**src/verilog/ca_pkg.sv**
```systemverilog
`default_nettype none

package ca_pkg;

   // Sample position within one C/A code period.
   // Counts 0..16367 at 16 samples per chip.
   typedef logic [13:0] code_shift_t;

   // Chip position within one C/A code period, 0..1022.
   typedef logic [9:0] chip_idx_t;

   // Satellite number, 0-based, so 0 selects PRN 1.
   typedef logic [4:0] prn_t;

   // Chip oscillator phase accumulator.
   typedef logic [27:0] nco_acc_t;

   // Samples in one code period at 16.368 MHz.
   localparam logic [31:0] CODE_SHIFTS_PER_PERIOD = 32'd16368;

   // Chips in one C/A code period.
   localparam logic [31:0] CHIPS_PER_PERIOD = 32'd1023;

   // Phase step per sample.
   // 2^24 into a 28-bit accumulator wraps every 16 samples.
   // The MSB is high for 8 samples and low for 8.
   localparam logic [27:0] CHIP_RATE_INC = 28'h100_0000;

endpackage

`default_nettype wire

```
**src/verilog/ca_upsampler.sv**
```systemverilog
`default_nettype none

module ca_upsampler #(
   parameter int ACC_WIDTH = $bits(ca_pkg::nco_acc_t)
) (
   input  wire                      clk,
   input  wire                      arst_n,
   input  wire                      enable,
   input  wire                      seek_en,
   input  wire ca_pkg::code_shift_t seek_target,
   output ca_pkg::code_shift_t      code_shift,
   output logic                     seeking,
   output logic                     chip_strobe,
   output logic                     code_wrap
);

   import ca_pkg::*;

   // Last code shift value before the counter wraps to 0.
   localparam code_shift_t LAST_SHIFT = code_shift_t'(CODE_SHIFTS_PER_PERIOD - 32'd1);

   // Oscillator step sized to the accumulator.
   // The 16-sample chip grid holds for the 28-bit package width.
   localparam logic [ACC_WIDTH-1:0] RATE_INC = ACC_WIDTH'(CHIP_RATE_INC);

   // Counter value after one more advance.
   code_shift_t next_code_shift;

   // Advance request, undelayed.
   logic adv_request;

   // Advance request piped by one cycle.
   // This is what actually moves the counter and the oscillator.
   logic advance;

   // Seek terminators.
   logic target_upcoming;
   logic target_reached;

   // Chip oscillator.
   logic [ACC_WIDTH-1:0] acc;
   logic                 acc_msb_q;

   // Counter wraps from the last value straight to 0.
   always_comb begin
      if (code_shift == LAST_SHIFT) begin
         next_code_shift = '0;
      end else begin
         next_code_shift = code_shift + code_shift_t'(1);
      end
   end

   // The target is reached once the counter sits on it.
   assign target_reached = (code_shift == seek_target);

   // An advance already in flight will land on the target.
   // Seeking must stop now or the target is overrun.
   assign target_upcoming = advance && (next_code_shift == seek_target);

   // Seek runs at one step per clock until either terminator fires.
   assign seeking = seek_en && !(target_upcoming || target_reached);

   // Advance on an input sample or while seeking.
   assign adv_request = enable || seeking;

   // One cycle of delay on the advance enable.
   always_ff @(posedge clk or negedge arst_n) begin
      if (!arst_n) begin
         advance <= 1'b0;
      end else begin
         advance <= adv_request;
      end
   end

   // Code shift counter, modulo one code period.
   always_ff @(posedge clk or negedge arst_n) begin
      if (!arst_n) begin
         code_shift <= '0;
      end else if (advance) begin
         code_shift <= next_code_shift;
      end
   end

   // Level while the counter is on its last value.
   assign code_wrap = (code_shift == LAST_SHIFT);

   // Chip oscillator.
   // Clearing it at the code wrap keeps the chip grid aligned to the period.
   // The clear wins over an advance in the same cycle.
   always_ff @(posedge clk or negedge arst_n) begin
      if (!arst_n) begin
         acc <= '0;
      end else if (code_wrap) begin
         acc <= '0;
      end else if (advance) begin
         acc <= acc + RATE_INC;
      end
   end

   // Previous oscillator MSB for edge detection.
   always_ff @(posedge clk or negedge arst_n) begin
      if (!arst_n) begin
         acc_msb_q <= 1'b0;
      end else begin
         acc_msb_q <= acc[ACC_WIDTH-1];
      end
   end

   // One-cycle strobe after the MSB falls.
   // The MSB falls once per 16 advances or at the wrap clear.
   assign chip_strobe = acc_msb_q && !acc[ACC_WIDTH-1];

endmodule

`default_nettype wire

```
**src/verilog/gold_lfsr.sv**
```systemverilog
`default_nettype none

module gold_lfsr #(
   parameter logic [9:0] TAPS = 10'h204
) (
   input  wire        clk,
   input  wire        arst_n,
   input  wire        step,
   input  wire        restart,
   output logic [9:0] state
);

   // Feedback bit.
   logic feedback;

   // Bit i of state is stage i+1, so state[9] is stage 10.
   // TAPS uses the same numbering.
   assign feedback = ^(state & TAPS);

   // Fibonacci register.
   // New bit enters stage 1 and the rest move toward stage 10.
   // Restart wins over step and reloads the all-ones seed.
   always_ff @(posedge clk or negedge arst_n) begin
      if (!arst_n) begin
         state <= '1;
      end else if (restart) begin
         state <= '1;
      end else if (step) begin
         state <= {state[8:0], feedback};
      end
   end

endmodule

`default_nettype wire

```
**src/verilog/ca_code_combiner.sv**
```systemverilog
`default_nettype none

module ca_code_combiner (
   input  wire               clk,
   input  wire               arst_n,
   input  wire               chip_strobe,
   input  wire               code_wrap,
   input  wire ca_pkg::prn_t prn,
   input  wire [9:0]         g1_state,
   input  wire [9:0]         g2_state,
   output logic              step,
   output logic              restart,
   output logic              out,
   output ca_pkg::chip_idx_t ca_code_shift
);

   import ca_pkg::*;

   // Index of the last chip in a period.
   localparam chip_idx_t LAST_CHIP = chip_idx_t'(CHIPS_PER_PERIOD - 32'd1);

   // G2 stage pair for the selected PRN.
   // Upper nibble is the first stage and lower nibble the second, 1-based.
   logic [7:0] g2_taps;
   logic [3:0] tap_a;
   logic [3:0] tap_b;

   // Chip formed from the current register states.
   logic chip_bit;

   // Chip index the registers currently hold.
   chip_idx_t chip_idx;

   // Code wrap seen in the previous cycle.
   logic wrap_q;

   // Standard G2 phase selector table for PRN 1..32.
   always_comb begin
      case (prn)
         5'd0:  g2_taps = {4'd2, 4'd6};
         5'd1:  g2_taps = {4'd3, 4'd7};
         5'd2:  g2_taps = {4'd4, 4'd8};
         5'd3:  g2_taps = {4'd5, 4'd9};
         5'd4:  g2_taps = {4'd1, 4'd9};
         5'd5:  g2_taps = {4'd2, 4'd10};
         5'd6:  g2_taps = {4'd1, 4'd8};
         5'd7:  g2_taps = {4'd2, 4'd9};
         5'd8:  g2_taps = {4'd3, 4'd10};
         5'd9:  g2_taps = {4'd2, 4'd3};
         5'd10: g2_taps = {4'd3, 4'd4};
         5'd11: g2_taps = {4'd5, 4'd6};
         5'd12: g2_taps = {4'd6, 4'd7};
         5'd13: g2_taps = {4'd7, 4'd8};
         5'd14: g2_taps = {4'd8, 4'd9};
         5'd15: g2_taps = {4'd9, 4'd10};
         5'd16: g2_taps = {4'd1, 4'd4};
         5'd17: g2_taps = {4'd2, 4'd5};
         5'd18: g2_taps = {4'd3, 4'd6};
         5'd19: g2_taps = {4'd4, 4'd7};
         5'd20: g2_taps = {4'd5, 4'd8};
         5'd21: g2_taps = {4'd6, 4'd9};
         5'd22: g2_taps = {4'd1, 4'd3};
         5'd23: g2_taps = {4'd4, 4'd6};
         5'd24: g2_taps = {4'd5, 4'd7};
         5'd25: g2_taps = {4'd6, 4'd8};
         5'd26: g2_taps = {4'd7, 4'd9};
         5'd27: g2_taps = {4'd8, 4'd10};
         5'd28: g2_taps = {4'd1, 4'd6};
         5'd29: g2_taps = {4'd2, 4'd7};
         5'd30: g2_taps = {4'd3, 4'd8};
         5'd31: g2_taps = {4'd4, 4'd9};
      endcase
   end

   assign tap_a = g2_taps[7:4];
   assign tap_b = g2_taps[3:0];

   // Stage n sits at bit n-1 of the register state.
   assign chip_bit = g1_state[9] ^ g2_state[tap_a - 4'd1] ^ g2_state[tap_b - 4'd1];

   // Both registers advance once per chip.
   assign step = chip_strobe;

   // The wrap strobe comes the cycle after the oscillator clear.
   // Hence the delayed wrap flag.
   always_ff @(posedge clk or negedge arst_n) begin
      if (!arst_n) begin
         wrap_q <= 1'b0;
      end else begin
         wrap_q <= code_wrap;
      end
   end

   // Reseed after the last chip of a period or at the code wrap strobe.
   assign restart = chip_strobe && ((chip_idx == LAST_CHIP) || wrap_q);

   // Chip counter follows the register contents.
   always_ff @(posedge clk or negedge arst_n) begin
      if (!arst_n) begin
         chip_idx <= '0;
      end else if (restart) begin
         chip_idx <= '0;
      end else if (chip_strobe) begin
         chip_idx <= chip_idx + chip_idx_t'(1);
      end
   end

   // Output chip and its index, taken before the registers step.
   always_ff @(posedge clk or negedge arst_n) begin
      if (!arst_n) begin
         out           <= 1'b0;
         ca_code_shift <= '0;
      end else if (chip_strobe) begin
         out           <= chip_bit;
         ca_code_shift <= chip_idx;
      end
   end

endmodule

`default_nettype wire

```
**src/verilog/ca_channel_top.sv**
```systemverilog
`default_nettype none

module ca_channel_top #(
   // G1 feedback from stages 3 and 10.
   parameter logic [9:0] G1_TAPS = 10'h204,
   // G2 feedback from stages 2, 3, 6, 8, 9 and 10.
   parameter logic [9:0] G2_TAPS = 10'h3A6
) (
   input  wire                      clk,
   input  wire                      arst_n,
   input  wire                      enable,
   input  wire ca_pkg::prn_t        prn,
   input  wire                      seek_en,
   input  wire ca_pkg::code_shift_t seek_target,
   output ca_pkg::code_shift_t      code_shift,
   output logic                     out,
   output logic                     seeking,
   output logic                     ca_clk,
   output ca_pkg::chip_idx_t        ca_code_shift
);

   import ca_pkg::*;

   // Oscillator to combiner.
   logic code_wrap;

   // Combiner controls to both Gold registers.
   logic step;
   logic restart;

   // Register states back to the combiner.
   logic [9:0] g1_state;
   logic [9:0] g2_state;

   // Code shift counter, seek and chip oscillator.
   ca_upsampler #(
      .ACC_WIDTH($bits(nco_acc_t))
   ) u_upsampler (
      .clk        (clk),
      .arst_n     (arst_n),
      .enable     (enable),
      .seek_en    (seek_en),
      .seek_target(seek_target),
      .code_shift (code_shift),
      .seeking    (seeking),
      .chip_strobe(ca_clk),
      .code_wrap  (code_wrap)
   );

   // G1 register.
   gold_lfsr #(
      .TAPS(G1_TAPS)
   ) g1 (
      .clk    (clk),
      .arst_n (arst_n),
      .step   (step),
      .restart(restart),
      .state  (g1_state)
   );

   // G2 register.
   gold_lfsr #(
      .TAPS(G2_TAPS)
   ) g2 (
      .clk    (clk),
      .arst_n (arst_n),
      .step   (step),
      .restart(restart),
      .state  (g2_state)
   );

   // PRN selection and output chip.
   ca_code_combiner u_combiner (
      .clk          (clk),
      .arst_n       (arst_n),
      .chip_strobe  (ca_clk),
      .code_wrap    (code_wrap),
      .prn          (prn),
      .g1_state     (g1_state),
      .g2_state     (g2_state),
      .step         (step),
      .restart      (restart),
      .out          (out),
      .ca_code_shift(ca_code_shift)
   );

endmodule

`default_nettype wire

```
**config.mk**
```make
export PLATFORM = sky130hd
export DESIGN_NAME = ca_channel_top
export DESIGN_NICKNAME = d
export VERILOG_FILES = /design/src/verilog/ca_pkg.sv /design/src/verilog/ca_upsampler.sv /design/src/verilog/gold_lfsr.sv /design/src/verilog/ca_code_combiner.sv /design/src/verilog/ca_channel_top.sv
export SDC_FILE = /design/constraint.sdc
export NUM_CORES = 1
export LEC_CHECK = 0
export ABC_AREA = 1
export BUFFER_PORTS_ARGS = -buffer_cell sky130_fd_sc_hd__buf_2
export CAP_MARGIN = 20
export CORE_MARGIN = 5
export CORE_UTILIZATION = 36
export DETAILED_ROUTE_END_ITERATION = 8
export PLACE_DENSITY = 0.63
export REMOVE_ABC_BUFFERS = 1
export SYNTH_ARGS = -nofsm -noshare
export SYNTH_HDL_FRONTEND = slang
export SYNTH_SLANG_ARGS = --single-unit
```
**constraint.sdc**
```tcl
create_clock -name clk -period 2.7 [get_ports clk]
set_input_delay 0.135 -clock clk [delete_from_list [all_inputs] [get_ports clk]]
set_output_delay 0.135 -clock clk [all_outputs]
set_load 0.02 [all_outputs]
```
==> results by stage <==
Layout:
- At the end of the flow the core is filled with cells to 0.439.
- The antenna diode count is 0.
- The area growth from synthesis to layout is 20.4%.
- The number of nets in the layout is 670.
- After routing the design area is 0.00499 mm^2.
- The library cells used most frequently in the layout, excluding fill and tap cells, are nand2_1, inv_1, nand3_1, buf_2, nor2_1.
- The library cell used most frequently in the layout, excluding fill and tap cells, is nand2_1.
- Of the cells placed in the final design, the portion with a size suffix greater than 1 is 0.221.

Floorplan:
- The die is ~120 um tall.
- In this run the core area contains 39 standard-cell rows.
- In this run the count of I/O pins placed on the die edge is 50.
- The chip width is 117 um.
- The initial core utilization is 0.365.
- The area enclosed by the die boundary is 0.0138 mm^2.
- The total area inside the core boundary comes to 0.0114 mm^2.

Hold path:
- The kind of path behind the tightest hold check is input port to flip-flop.
- The hold path depth is 4.

CTS:
- In this run the number of H-tree levels came out at 3.
- In this run the deepest clock path goes through 2 buffers.
- TritonCTS built the clock tree.
- The clock edge transition at the registers on the reported setup and hold paths is 0.05 ns.
- The number of clock buffers inserted by TritonCTS is 9.
- The clock tree root buffer cell is clkbuf_16.
- The clock sink total is 62.
- The clock network latency to the later pin of the worst-skew pair is 0.32 ns.

Power:
- Summing internal, switching and leakage power gives 4.38 mW.
- Of the total power, combinational logic draws 0.366.
- Cell internal power was estimated by the tool at 2.71 mW.
- The total power divided by cell area is about 880 mW/mm^2.
- The fraction of power spent switching nets is 0.381.
- For this design the static power due to leakage is 2.49 nW.
- The peak supply drop is about 0.0004 V.
- For this design the total switching power over the nets is 1.67 mW.
- The relative contribution of the clock network to total power is 0.263.
- The sequential fraction of design power is 0.370.

STA:
- The remaining max-slew budget at the tightest pin is 0.493.
- Hold timing on the final database bottoms out at a slack of 0.229 ns.
- The slack of the critical path is ~0.14 ns.
- The minimum clock period is 2.56 ns.
- The share of the clock period used by the worst path after layout is 0.950.
- The highest clock frequency the design can meet is 390 MHz.
- Setup violations remaining at the end of the flow were counted as 0.
- The total count of max-transition violations in the final report is 0.
- On the final layout, the worst clock skew is 0.00729 ns.
- The final-report hold violation count was 0.
- The slew at the pin closest to its max-slew limit is 0.760 ns.

Setup path:
- The data arrival time of the critical path is roughly 2.4 ns.
- Along the worst path, the maximum fanout reaches 6.
- The critical path endpoint category is a primary output.
- The worst flop-to-flop path startpoint is u_upsampler.code_shift[0].
- The critical path class is flip-flop to primary output.
- The critical path launch point is u_upsampler.code_shift[0].
- The launching element type of the critical path is a flip-flop.
- For flop-to-flop paths, the worst setup slack is 0.62 ns.
- The termination of the worst setup path is seeking.
- Measured in cells, the most critical reg-to-reg path has a length of 13.
- The destination of the worst register-to-register timing path is u_upsampler.advance.
- The data required time at the worst endpoint is 2.57 ns.

Synth:
- The distinct cell type count of the synthesized netlist is 36.
- The adder-cell share of the synthesized area is 0.0422.
- In this run, synthesis produced a sequential element count of 62.
- The synthesized netlist occupies a cell area of between 0.004 and 0.005 mm^2.
- The portion of the post-synthesis area used by sequential elements is 0.380.
- Of the total synthesized cell area, the portion taken by AND, OR, NAND and NOR gates is 0.331.
- After synthesis, the largest family of logic cells by area is simple AND/OR/NAND/NOR gates.
- The complex-gate fraction of the synthesized area is 0.0959.
- The number of warnings issued by yosys is 0.
- The mean instance size in the synthesized netlist is 7.23 um^2.
- Of the total synthesized cell area, the portion taken by XOR and XNOR cells is 0.0570.
- The instance count of the mapped netlist is 574.
- After synthesis, the share of cell area in mux cells is 0.

GRT:
- The via count of the first global-routing pass was around 3.7k.
- The initial antenna violation count came to 0.
- For this run the aggregate overflow at the end of global routing stands at 0.
- The first global-routing pass estimated ~17,000 um of wire.
- The overall global routing resource usage is 0.143.
- Entering global routing, the biggest net connects 63 pins.

Drt:
- The via count of the routed design is 3,858.
- The wire length per cell after detailed routing is 12.3 um.
- The total length of routed wires is between 9000 and 10,000 um.
- The initial detailed-routing violation count is around 160.
- The detail-routed via count per cell is 4.94.
- The detailed-routing iteration count for the pre-antenna-repair pass is 4.
- The number of DRC violations after detailed routing is 0.
- The detail route stage leaves a number of antenna-violating nets equal to 0.

Place:
- At the placement stage, the worst setup path has a slack of 0.165 ns.
- During placement, the flow inserted port buffers numbering 49.
- The final weighted congestion of routability-driven global placement is 0.905.
- Summed over all nets, the half-perimeter wirelength after detailed placement is about 7100 um.
- Summing all placed instances gives a cell area of approximately 0.0045 mm^2.

Job:
- The count of max-cap constraint violations is 0.

Status:
- The run finished with clean final reports.
-- metrics by stage --
stage / TNS [ns] / std cells
after global routing: -0.0871 / 781
final: 0 / 781
after floorplan: 0 / 558
after detailed placement: 0 / 754
after CTS: 0 / 776
after global placement: 0 / 754
-- logic make-up after synthesis --
logic type	Yosys count
flip-flops	62
AO/OA/AOI/OAI	71
buffers and inverters	98
XOR/XNOR	27
AND/OR/NAND/NOR	302
adder cells (fa/ha/maj)	14
-- power groups by stage --
stage	Sequential [mW]	Clock, mW	Combinational (mW)
after floorplan	1.66	0	1.05
after global placement	1.61	0	1.51
after detailed placement	1.62	0	1.55
after CTS	1.61	1.18	1.57
after global routing	1.68	1.23	1.85
final	1.62	1.15	1.61
-- area by class of cell --
class	instances	area [um^2]
inverter	82	310
sequential	62	1580
timing repair buffer	63	359
clock buffer	10	239
fill	1123	6370
multi-input combinational	415	2250
tap	143	179
clock inverter	6	70.1
-- how the worst min path moves through the flow --
stage                        from                     endpoint  slack, ns
final                     seek_en          u_upsampler.advance       0.23
after global routing      seek_en          u_upsampler.advance       0.22
after CTS                 seek_en          u_upsampler.advance       0.23
after detailed placement   enable          u_upsampler.advance       0.33
after global placement     arst_n  u_combiner.ca_code_shift[7]       0.34
after floorplan            arst_n  u_combiner.ca_code_shift[0]      -0.16
-- synth_stat cells --
master / n / share of area
a21oi_1: 12 / 0.014
a31o_2: 1 / 0.0021
buf_2: 4 / 0.0048
buf_4: 2 / 0.0036
buf_6: 1 / 0.0027
clkbuf_1: 8 / 0.0072
clkbuf_2: 1 / 0.0012
clkinv_1: 2 / 0.0018
dfrtp_1: 42 / 0.25
dfstp_2: 20 / 0.13
ha_1: 14 / 0.042
inv_1: 72 / 0.065
inv_2: 8 / 0.0072
nand2_1: 154 / 0.14
nand2_2: 3 / 0.0045
nand2_4: 1 / 0.0027
nand3_1: 65 / 0.078
nand3_2: 2 / 0.0048
nand3b_1: 3 / 0.0054
nand3b_4: 1 / 0.0048
nand4_1: 9 / 0.014
nand4_4: 1 / 0.0051
nor2_1: 39 / 0.035
nor2_4: 1 / 0.0027
nor3_1: 12 / 0.014
nor3_4: 1 / 0.0039
nor3b_1: 2 / 0.0036
o211ai_1: 3 / 0.0054
o21ai_0: 33 / 0.040
o21ai_1: 1 / 0.0012
o22ai_1: 20 / 0.030
o41a_1: 1 / 0.0027
or2_1: 1 / 0.0015
or2_2: 7 / 0.011
xnor2_1: 12 / 0.025
xor2_1: 15 / 0.032
-- sequential cells by signal, indices dropped and copies added (netlist names), 4 cells and up --
name and count:
u_upsampler.acc 4, g1.state 10, u_upsampler.code_shift 14, g2.state 10, u_combiner.chip_idx 10, u_combiner.ca_code_shift 10
-- per-layer routing --
metal	wire length, um	vias to the layer above	share of wire	track usage
li1	-	1971	-	-
met1	4500	1781	0.47	0.194
met2	4400	92	0.46	0.225
met3	523	14	0.055	0.0433
met4	147	0	0.015	0.0348
met5	0	-	0	0
-- worst max-delay path: stages, from the launching register on --
cell	delay [ns]
dfrtp_1	0.36
buf_4	0.14
ha_4	0.15
nand3_2	0.14
inv_2	0.14
nand4_4	0.16
buf_4	0.21
nand3_2	0.09
xor2_1	0.14
o21ai_0	0.11
nor2_1	0.11
nand3_1	0.10
nand2_2	0.09
inv_1	0.04
buf_2	0.15
-- timing repair --
action | in CTS | in global routing
hold endpoints to repair | 12 | 0
endpoints found under the setup margin | 1 | 1
pin swaps | 0 | 2
cloned | 1 | 0
resized for setup | 3 | 20
hold buffers | 2 | 0
setup buffers | 3 | 5
Power figures use the tool's default switching activity.
